==> config.mk <==
export PLATFORM = sky130hd
export DESIGN_NAME = banked_mem_top
export DESIGN_NICKNAME = d
export VERILOG_FILES = /design/src/logic/mem_split_pkg.sv /design/src/logic/banked_mem_top.sv /design/src/logic/bank_sram.sv /design/src/logic/split_ctrl.sv /design/src/logic/bank_lane.sv /design/src/logic/ft_fifo.sv
export SDC_FILE = /design/constraint.sdc
export NUM_CORES = 2
export LEC_CHECK = 0
export ABC_CLOCK_PERIOD_IN_PS = 5300
export BUFFER_PORTS_ARGS = -buffer_cell sky130_fd_sc_hd__buf_2
export CORE_UTILIZATION = 40
export CTS_CLUSTER_SIZE = 14
export DETAILED_ROUTE_END_ITERATION = 10
export GPL_TIMING_DRIVEN = 0
export PLACE_DENSITY = 0.61
export RECOVER_POWER = 25
export SYNTH_ARGS = -nofsm -noshare
export SYNTH_HDL_FRONTEND = slang
export SYNTH_MEMORY_MAX_BITS = 65536
export SYNTH_SLANG_ARGS = --single-unit
==> constraint.sdc <==
create_clock -name clk_i -period 5.3 [get_ports clk_i]
set_clock_uncertainty 0.2 [all_clocks]
set_input_delay 0.265 -clock clk_i [delete_from_list [all_inputs] [get_ports clk_i]]
set_output_delay 0.265 -clock clk_i [all_outputs]
set_load 0.01 [all_outputs]
==> src/logic/mem_split_pkg.sv <==
// ----------------------------------------------------------
// Banked scratch memory package.
// Geometry constants and the wide and per-bank request and
// response types shared by the RTL and the testbench.
// ----------------------------------------------------------
package mem_split_pkg;

  // Wide port geometry.
  localparam int unsigned AddrWidth = 16;
  localparam int unsigned DataWidth = 64;
  localparam int unsigned NumBanks  = 4;
  localparam int unsigned DataBytes = DataWidth / 8;

  // Per-bank geometry.
  localparam int unsigned BankBits  = DataWidth / NumBanks;
  localparam int unsigned BankBytes = BankBits / 8;
  localparam int unsigned BankWords = 64;

  // Buffering.
  // Depth of every lane request and response FIFO.
  localparam int unsigned FifoDepth = 2;
  // Outstanding transactions tracked by the dead-write FIFO.
  localparam int unsigned MaxTrans  = 2;

  // Wide request as seen on the outside port.
  typedef struct packed {
    logic [AddrWidth-1:0] addr;
    logic [DataWidth-1:0] wdata;
    logic [DataBytes-1:0] strb;
    logic                 we;
  } mem_req_t;

  // One bank's slice of the wide request.
  // Address is already aligned and offset to this bank.
  typedef struct packed {
    logic [AddrWidth-1:0] addr;
    logic [BankBits-1:0]  wdata;
    logic [BankBytes-1:0] strb;
    logic                 we;
  } bank_req_t;

  // One bank's read data.
  typedef logic [BankBits-1:0] bank_rsp_t;

endpackage
==> src/logic/banked_mem_top.sv <==
// ----------------------------------------------------------
// Banked scratch memory top level.
// Slices the wide request over the bank lanes and joins the
// lane responses into one in-order wide response.
// ----------------------------------------------------------
`timescale 1ns/1ps

module banked_mem_top (
  input  logic                                clk_i,
  input  logic                                reset_i,
  input  logic                                req_i,
  input  mem_split_pkg::mem_req_t             req_data_i,
  output logic                                gnt_o,
  output logic                                rvalid_o,
  output logic [mem_split_pkg::DataWidth-1:0] rdata_o,
  input  logic [mem_split_pkg::NumBanks-1:0]  bank_stall_i
);

  import mem_split_pkg::*;

  logic                 accept;
  logic [AddrWidth-1:0] addr_aligned;
  bank_req_t            req_slice     [NumBanks];
  bank_req_t            bank_req_data [NumBanks];
  bank_rsp_t            bank_rdata    [NumBanks];
  bank_rsp_t            resp_data     [NumBanks];
  logic [NumBanks-1:0]  lane_ready;
  logic [NumBanks-1:0]  resp_ready;
  logic [NumBanks-1:0]  resp_valid;
  logic [NumBanks-1:0]  pop;
  logic [NumBanks-1:0]  bank_req;
  logic [NumBanks-1:0]  bank_gnt;
  logic [NumBanks-1:0]  bank_rvalid;

  // Wide words are aligned to the full data width.
  assign addr_aligned = {req_data_i.addr[AddrWidth-1:$clog2(DataBytes)],
                         {$clog2(DataBytes){1'b0}}};

  split_ctrl split_ctrl_i (
    .clk_i        (clk_i),
    .reset_i      (reset_i),
    .req_i        (req_i),
    .we_i         (req_data_i.we),
    .strb_i       (req_data_i.strb),
    .gnt_o        (gnt_o),
    .accept_o     (accept),
    .lane_ready_i (lane_ready),
    .resp_ready_i (resp_ready),
    .resp_valid_i (resp_valid),
    .pop_o        (pop),
    .rvalid_o     (rvalid_o)
  );

  for (genvar i = 0; i < NumBanks; i++) begin : gen_bank
    // This bank's share of the wide request.
    assign req_slice[i].addr  = addr_aligned + AddrWidth'(i * BankBytes);
    assign req_slice[i].wdata = req_data_i.wdata[i*BankBits +: BankBits];
    assign req_slice[i].strb  = req_data_i.strb[i*BankBytes +: BankBytes];
    assign req_slice[i].we    = req_data_i.we;

    bank_lane bank_lane_i (
      .clk_i           (clk_i),
      .reset_i         (reset_i),
      .accept_i        (accept),
      .req_slice_i     (req_slice[i]),
      .lane_ready_o    (lane_ready[i]),
      .bank_req_o      (bank_req[i]),
      .bank_req_data_o (bank_req_data[i]),
      .bank_gnt_i      (bank_gnt[i]),
      .bank_rvalid_i   (bank_rvalid[i]),
      .bank_rdata_i    (bank_rdata[i]),
      .resp_valid_o    (resp_valid[i]),
      .resp_data_o     (resp_data[i]),
      .resp_ready_o    (resp_ready[i]),
      .pop_i           (pop[i])
    );

    bank_sram bank_sram_i (
      .clk_i      (clk_i),
      .reset_i    (reset_i),
      .stall_i    (bank_stall_i[i]),
      .req_i      (bank_req[i]),
      .req_data_i (bank_req_data[i]),
      .gnt_o      (bank_gnt[i]),
      .rvalid_o   (bank_rvalid[i]),
      .rdata_o    (bank_rdata[i])
    );

    // Lane data lands in its slot of the wide word.
    assign rdata_o[i*BankBits +: BankBits] = resp_data[i];
  end

endmodule

==> src/logic/bank_sram.sv <==
// ----------------------------------------------------------
// Single bank memory with byte strobes.
// Stall input withholds the grant; responses are returned
// one cycle after each grant, for reads and writes alike.
// ----------------------------------------------------------
`timescale 1ns/1ps

module bank_sram (
  input  logic                     clk_i,
  input  logic                     reset_i,
  input  logic                     stall_i,
  input  logic                     req_i,
  input  mem_split_pkg::bank_req_t req_data_i,
  output logic                     gnt_o,
  output logic                     rvalid_o,
  output mem_split_pkg::bank_rsp_t rdata_o
);

  import mem_split_pkg::*;

  bank_rsp_t                      mem_q [BankWords];
  logic [$clog2(BankWords)-1:0]   idx;
  logic                           fire;

  // Word index sits above the wide-word byte offset.
  assign idx   = req_data_i.addr[$clog2(DataBytes) +: $clog2(BankWords)];
  assign gnt_o = ~stall_i;
  assign fire  = req_i & gnt_o;

  // Byte-wise write, read of the old word.
  always_ff @(posedge clk_i) begin
    if (fire) begin
      for (int b = 0; b < BankBytes; b++) begin
        if (req_data_i.we && req_data_i.strb[b]) begin
          mem_q[idx][b*8 +: 8] <= req_data_i.wdata[b*8 +: 8];
        end
      end
      rdata_o <= mem_q[idx];
    end
  end

  // One response pulse per granted request.
  always_ff @(posedge clk_i) begin
    if (reset_i) begin
      rvalid_o <= 1'b0;
    end else begin
      rvalid_o <= fire;
    end
  end

endmodule

==> src/logic/split_ctrl.sv <==
// ----------------------------------------------------------
// Split control for the banked memory.
// Grants the wide request, tracks writes that skip a bank,
// and merges the per-bank responses in order.
// ----------------------------------------------------------
`timescale 1ns/1ps

module split_ctrl (
  input  logic                                 clk_i,
  input  logic                                 reset_i,
  // Wide request handshake.
  input  logic                                 req_i,
  input  logic                                 we_i,
  input  logic [mem_split_pkg::DataBytes-1:0]  strb_i,
  output logic                                 gnt_o,
  output logic                                 accept_o,
  // Lane status.
  input  logic [mem_split_pkg::NumBanks-1:0]   lane_ready_i,
  input  logic [mem_split_pkg::NumBanks-1:0]   resp_ready_i,
  input  logic [mem_split_pkg::NumBanks-1:0]   resp_valid_i,
  // Merged response.
  output logic [mem_split_pkg::NumBanks-1:0]   pop_o,
  output logic                                 rvalid_o
);

  import mem_split_pkg::*;

  logic [NumBanks-1:0] dead_mask;
  logic [NumBanks-1:0] dead_head;
  logic [NumBanks-1:0] dead;
  logic                dead_full;
  logic                dead_empty;

  // Grant only when every lane can take the slice and its
  // response, and a dead mask slot is free.
  assign gnt_o    = (&lane_ready_i) & (&resp_ready_i) & ~dead_full;
  assign accept_o = req_i & gnt_o;

  // Banks that a write skips entirely.
  for (genvar i = 0; i < NumBanks; i++) begin : gen_dead_mask
    assign dead_mask[i] = we_i && (strb_i[i*BankBytes +: BankBytes] == '0);
  end

  // One mask per outstanding transaction, in request order.
  // Registered, so a mask shows up the cycle after accept.
  ft_fifo #(
    .Width       (NumBanks),
    .Depth       (MaxTrans + 1),
    .FallThrough (1'b0)
  ) dead_fifo_i (
    .clk_i   (clk_i),
    .reset_i (reset_i),
    .valid_i (accept_o),
    .ready_o (),
    .data_i  (dead_mask),
    .valid_o (),
    .ready_i (rvalid_o),
    .data_o  (dead_head),
    .full_o  (dead_full),
    .empty_o (dead_empty)
  );

  // Stale head data is ignored while nothing is tracked.
  assign dead = dead_head & {NumBanks{~dead_empty}};

  // Complete once every bank answered or was skipped.
  assign rvalid_o = &(resp_valid_i | dead);

  // Only live banks hold a response to drop.
  assign pop_o = {NumBanks{rvalid_o}} & ~dead;

endmodule

==> src/logic/bank_lane.sv <==
// ----------------------------------------------------------
// One bank's request and response path.
// Buffers the sliced request, hides zero-strobe writes from
// the bank, and buffers the bank's responses until merged.
// ----------------------------------------------------------
`timescale 1ns/1ps

module bank_lane (
  input  logic                     clk_i,
  input  logic                     reset_i,
  // Request slice from the wide port.
  input  logic                     accept_i,
  input  mem_split_pkg::bank_req_t req_slice_i,
  output logic                     lane_ready_o,
  // Bank memory request side.
  output logic                     bank_req_o,
  output mem_split_pkg::bank_req_t bank_req_data_o,
  input  logic                     bank_gnt_i,
  // Bank memory response side.
  input  logic                     bank_rvalid_i,
  input  mem_split_pkg::bank_rsp_t bank_rdata_i,
  // Buffered response toward the merge logic.
  output logic                     resp_valid_o,
  output mem_split_pkg::bank_rsp_t resp_data_o,
  output logic                     resp_ready_o,
  input  logic                     pop_i
);

  import mem_split_pkg::*;

  bank_req_t req_head;
  logic      req_valid;
  logic      req_gnt;
  logic      hide;

  // Request FIFO; fall-through so an idle bank sees the
  // request in the accepting cycle.
  ft_fifo #(
    .Width       ($bits(bank_req_t)),
    .Depth       (FifoDepth),
    .FallThrough (1'b1)
  ) req_fifo_i (
    .clk_i   (clk_i),
    .reset_i (reset_i),
    .valid_i (accept_i),
    .ready_o (lane_ready_o),
    .data_i  (req_slice_i),
    .valid_o (req_valid),
    .ready_i (req_gnt),
    .data_o  (req_head),
    .full_o  (),
    .empty_o ()
  );

  // Write with no strobes in this bank is dropped here.
  // The control block accounts for its missing response.
  assign hide            = req_head.we && (req_head.strb == '0);
  assign bank_req_o      = req_valid & ~hide;
  assign req_gnt         = hide ? 1'b1 : bank_gnt_i;
  assign bank_req_data_o = req_head;

  // Response FIFO; the bank pushes without back-pressure.
  ft_fifo #(
    .Width       ($bits(bank_rsp_t)),
    .Depth       (FifoDepth),
    .FallThrough (1'b1)
  ) rsp_fifo_i (
    .clk_i   (clk_i),
    .reset_i (reset_i),
    .valid_i (bank_rvalid_i),
    .ready_o (resp_ready_o),
    .data_i  (bank_rdata_i),
    .valid_o (resp_valid_o),
    .ready_i (pop_i),
    .data_o  (resp_data_o),
    .full_o  (),
    .empty_o ()
  );

endmodule

==> src/logic/ft_fifo.sv <==
// ----------------------------------------------------------
// Stream FIFO with valid/ready handshakes on both sides.
// Circular buffer; optional fall-through when empty.
// ----------------------------------------------------------
`timescale 1ns/1ps

module ft_fifo #(
  parameter int unsigned Width       = 8,
  parameter int unsigned Depth       = 2,
  parameter bit          FallThrough = 1'b1
) (
  input  logic             clk_i,
  input  logic             reset_i,
  input  logic             valid_i,
  output logic             ready_o,
  input  logic [Width-1:0] data_i,
  output logic             valid_o,
  input  logic             ready_i,
  output logic [Width-1:0] data_o,
  output logic             full_o,
  output logic             empty_o
);

  // Storage and pointers.
  logic [Width-1:0]             mem_q [Depth];
  logic [$clog2(Depth)-1:0]     wr_ptr_q;
  logic [$clog2(Depth)-1:0]     rd_ptr_q;
  logic [$clog2(Depth+1)-1:0]   count_q;
  logic                         push;
  logic                         pop;
  logic                         bypass;

  assign full_o  = (count_q == Depth);
  assign empty_o = (count_q == '0);

  // Empty fall-through FIFO hands the input straight on.
  assign bypass  = FallThrough && empty_o;
  assign ready_o = ~full_o;
  assign valid_o = bypass ? valid_i : ~empty_o;
  assign data_o  = bypass ? data_i : mem_q[rd_ptr_q];

  // A bypassed beat taken downstream is never stored.
  assign push = valid_i & ready_o & ~(bypass & ready_i);
  assign pop  = ready_i & ~empty_o;

  // Pointer and fill level bookkeeping.
  always_ff @(posedge clk_i) begin
    if (reset_i) begin
      wr_ptr_q <= '0;
      rd_ptr_q <= '0;
      count_q  <= '0;
    end else begin
      if (push) begin
        wr_ptr_q <= (wr_ptr_q == Depth - 1) ? '0 : wr_ptr_q + 1'b1;
      end
      if (pop) begin
        rd_ptr_q <= (rd_ptr_q == Depth - 1) ? '0 : rd_ptr_q + 1'b1;
      end
      // Simultaneous push and pop keep the level.
      if (push && !pop) begin
        count_q <= count_q + 1'b1;
      end else if (pop && !push) begin
        count_q <= count_q - 1'b1;
      end
    end
  end

  // Payload storage.
  always_ff @(posedge clk_i) begin
    if (push) begin
      mem_q[wr_ptr_q] <= data_i;
    end
  end

endmodule

==> metrics.txt <==
status=finished with violations; violated checks=capacitance limit, slew limit, setup timing; H-tree levels=5; Tightest Pin Transition=approximately 3200 ps; Distinct cells, synth=70; FF-to-FF End=gen_bank[2].bank_sram_i.mem_q[26][9]; biggest area consumer among synthesized cells=edfxtp_1; Max Cap Viol=55; Mapped Area=175,000 µm²; core area=435,000 µm²; Synth top area share=a little under 80%; number of enable flip-flop cells after synthesis=~4,500; clk root buf=clkbuf_16; Inst Count DP=17,500; syn_nets=11,600; die area=439,000 µm²; Tot Pwr=between 100 and 150 mW; largest net degree at the start of global routing=43; Die W=approximately 660 µm; largest cells by area after synthesis=edfxtp_1, nand2_1, a21oi_1; post-route ant nets=0; WS Path Type=flip-flop to flip-flop; nets=12,500; post-synthesis async set-or-reset flop share=0%; number of global-route vias before repair=105,000; cell count after synthesis=11,500; gpl congestion=1.01; Crit Reg-Reg Startpoint=gen_bank[2].bank_lane_i.req_fifo_i.count_q[0]; global-route wire length before repair=802,000 µm; CTS buffer count=~450; register area share after synthesis=78.0%; Pleak=63.0 nW; clk_lat worst skew=a little over 1000 ps; Arr. time, crit path=5990 ps; pre-CTS setup slack=-1350 ps; row count=242; PD cells=647 nW/µm²; minimum clock period=5600 ps; #FFs+latches synth=~4,600; Die Y=663 µm; crit start category=flip-flop; Worst VDD drop=roughly 0.00037 V; unrepaired setup endpoints after global routing=yes; critical-path maximum fanout=10; Clock Path Buffers=4; period utilization=106%; CTS tree=done; Worst Hold Class=input port to flip-flop; worst endpoint required time=roughly 5700 ps; Syn Area/Cell=15.2 µm²; final hold violations=0; Tot GR Track Use=25.7%; # setup viols final=422; layout cell share with drive strength beyond 1=11.1%; initial antenna violation count=60; CTS sink cnt=about 4,600; Fin Setup TNS=-31,080 ps; DR vias/cell=5.97; post-route insts no fill=18,500; DRC=0; io pins=162; Starting Density=~40%; first-pass iteration count of the detailed router=9; Reg2Reg Depth=11; Clock transition at path regs=60 ps; predominant post-synthesis flop cell=edfxtp_1; DRT iter0 DRCs=approximately 16,000; WL/cell=31.6 µm; crit path capture type=flip-flop; hpwl dp=slightly above 400,000 µm; final worst slack=-298 ps; critical path launch point=gen_bank[2].bank_lane_i.req_fifo_i.count_q[0]; achievable frequency=roughly 0.18 GHz; Port Buffers=150; Detailed Route WL=around 600,000 µm; Area Overhead vs Synth=15.4%; gr ovfl total=0; Slew headroom=-113%; worst hold path cell count=2; via count=about 110k; Warnings, synthesis=0; crit path to=gen_bank[2].bank_sram_i.mem_q[26][9]; max-slew violations=1,149; R2R Setup Slk=-300 ps
worst min path at each step:
stage / from / slack, ps / endpoint
3_3_place_gp: gen_bank[3].bank_sram_i.rdata_o[3] / 260 / gen_bank[3].bank_lane_i.rsp_fifo_i.mem_q[1][3]
2_1_floorplan: req_data_i[0] / 160 / gen_bank[0].bank_lane_i.req_fifo_i.mem_q[0][0]
3_5_place_dp: gen_bank[2].bank_sram_i.rdata_o[2] / 260 / gen_bank[2].bank_lane_i.rsp_fifo_i.mem_q[1][2]
5_1_grt: req_data_i[37] / 30 / gen_bank[1].bank_lane_i.req_fifo_i.mem_q[0][15]
6_report: req_data_i[6] / 70 / gen_bank[2].bank_lane_i.req_fifo_i.mem_q[1][2]
4_1_cts: req_data_i[6] / 2 / gen_bank[2].bank_lane_i.req_fifo_i.mem_q[0][2]
registers in the layout, indices dropped and copies added, names as in the netlist, 8 cells and up, named ones only:
signal	flops
split_ctrl_i.dead_fifo_i.mem_q	12
gen_bank.bank_lane_i.req_fifo_i.count_q	8
gen_bank.bank_lane_i.rsp_fifo_i.count_q	8
gen_bank.bank_lane_i.rsp_fifo_i.mem_q	128
gen_bank.bank_sram_i.rdata_o	64
gen_bank.bank_sram_i.mem_q	4096
gen_bank.bank_lane_i.req_fifo_i.mem_q	200
cells in the mapped netlist (all sizes together) (34+ instances only):
master      n
dfxtp      52
nand3     209
buf       267
nor2      724
a22oi     514
a21oi    1139
a22o       50
and3       34
a311oi     39
nor4       37
a31oi     264
o2bb2ai   184
edfxtp   4500
mux2i     462
o22ai      45
o211ai     93
clkbuf    450
nor3       58
o21ai     208
a221oi    100
nand4      65
mux4       34
nand2    1626
a222oi     35
timing repair:
| action | 4_1_cts | 5_1_grt |
|---|---|---|
| pin swaps | 1 | 0 |
| buffers inserted | 9 | 0 |
| endpoints found under the setup margin | 3331 | 1241 |
| hold endpoints to repair | 4393 | 0 |
| gates cloned | 0 | 0 |
| hold buffers | 152 | 0 |
| gates resized for setup | 290 | 135 |
where the power goes:
group | leakage [nW] | switching [mW] | internal, mW
combinational | 15.1 | 39.8 | 11.5
clock | 6.82 | 13.9 | 17.3
sequential | 41.0 | 0.430 | 47.4
per-stage QoR:
stage	cell area, µm²	hold WS [ps]	utilization, %
floorplan	175000	164	-
global route	201000	25.8	46.3
global placement	182000	256	42.0
finish	201000	69.8	46.4
detailed placement	186000	263	42.8
CTS	202000	2.48	46.6
cell usage in the layout, fill, tap and decap left out, drive strengths merged, types with 93 or more instances in the layout:
master       count
a21oi         1139
a221oi         100
a22oi          514
a31oi          264
buf            402
clkbuf        1165
clkinv         203
dlygate4sd3    152
edfxtp        4500
mux2i          462
nand2         1626
nand3          209
nor2           724
o211ai          93
o21ai          208
o2bb2ai        184
critical path, cell delays in order, from the launching register on:
cell and delay (ps):
dfxtp_1 300, buf_6 140, or2_0 180, buf_2 190
a21o_1 260, buf_2 270, nor2_1 510, buf_2 440
buf_1 610, nand2_1 460, clkbuf_1 620, nor2_1 970
routing by layer:
metal	part of all wire [%]	global-route usage (%)
met2	45	40.0
met3	11	5.73
met5	0.027	0
met1	38	33.6
met4	6.2	13.5
cells by family after synthesis:
group / after synthesis / share of synthesized area (%)
AO/OA/AOI/OAI: 2798 / 10.3
XOR/XNOR: 34 / 0.171
adder cells (fa/ha/maj): 9 / 0.0645
buffers and inverters: 726 / 1.70
flip-flops: 4552 / 78.0
multiplexers: 499 / 3.11
AND/OR/NAND/NOR: 2832 / 6.63
area by class of cell:
cell class / count / area, µm²
diodes: 28 / 70.1
fillers: 37300 / 233000
repair buffers: 442 / 4050
clock inverters: 265 / 2220
multi-input cells: 6172 / 36900
inverters: 9 / 33.8
flip-flops and latches: 4552 / 136000
plain buffers: 717 / 3000
clock buffers: 566 / 11800
well taps: 5734 / 7170
Note: power is estimated with default switching activity, not from simulation.
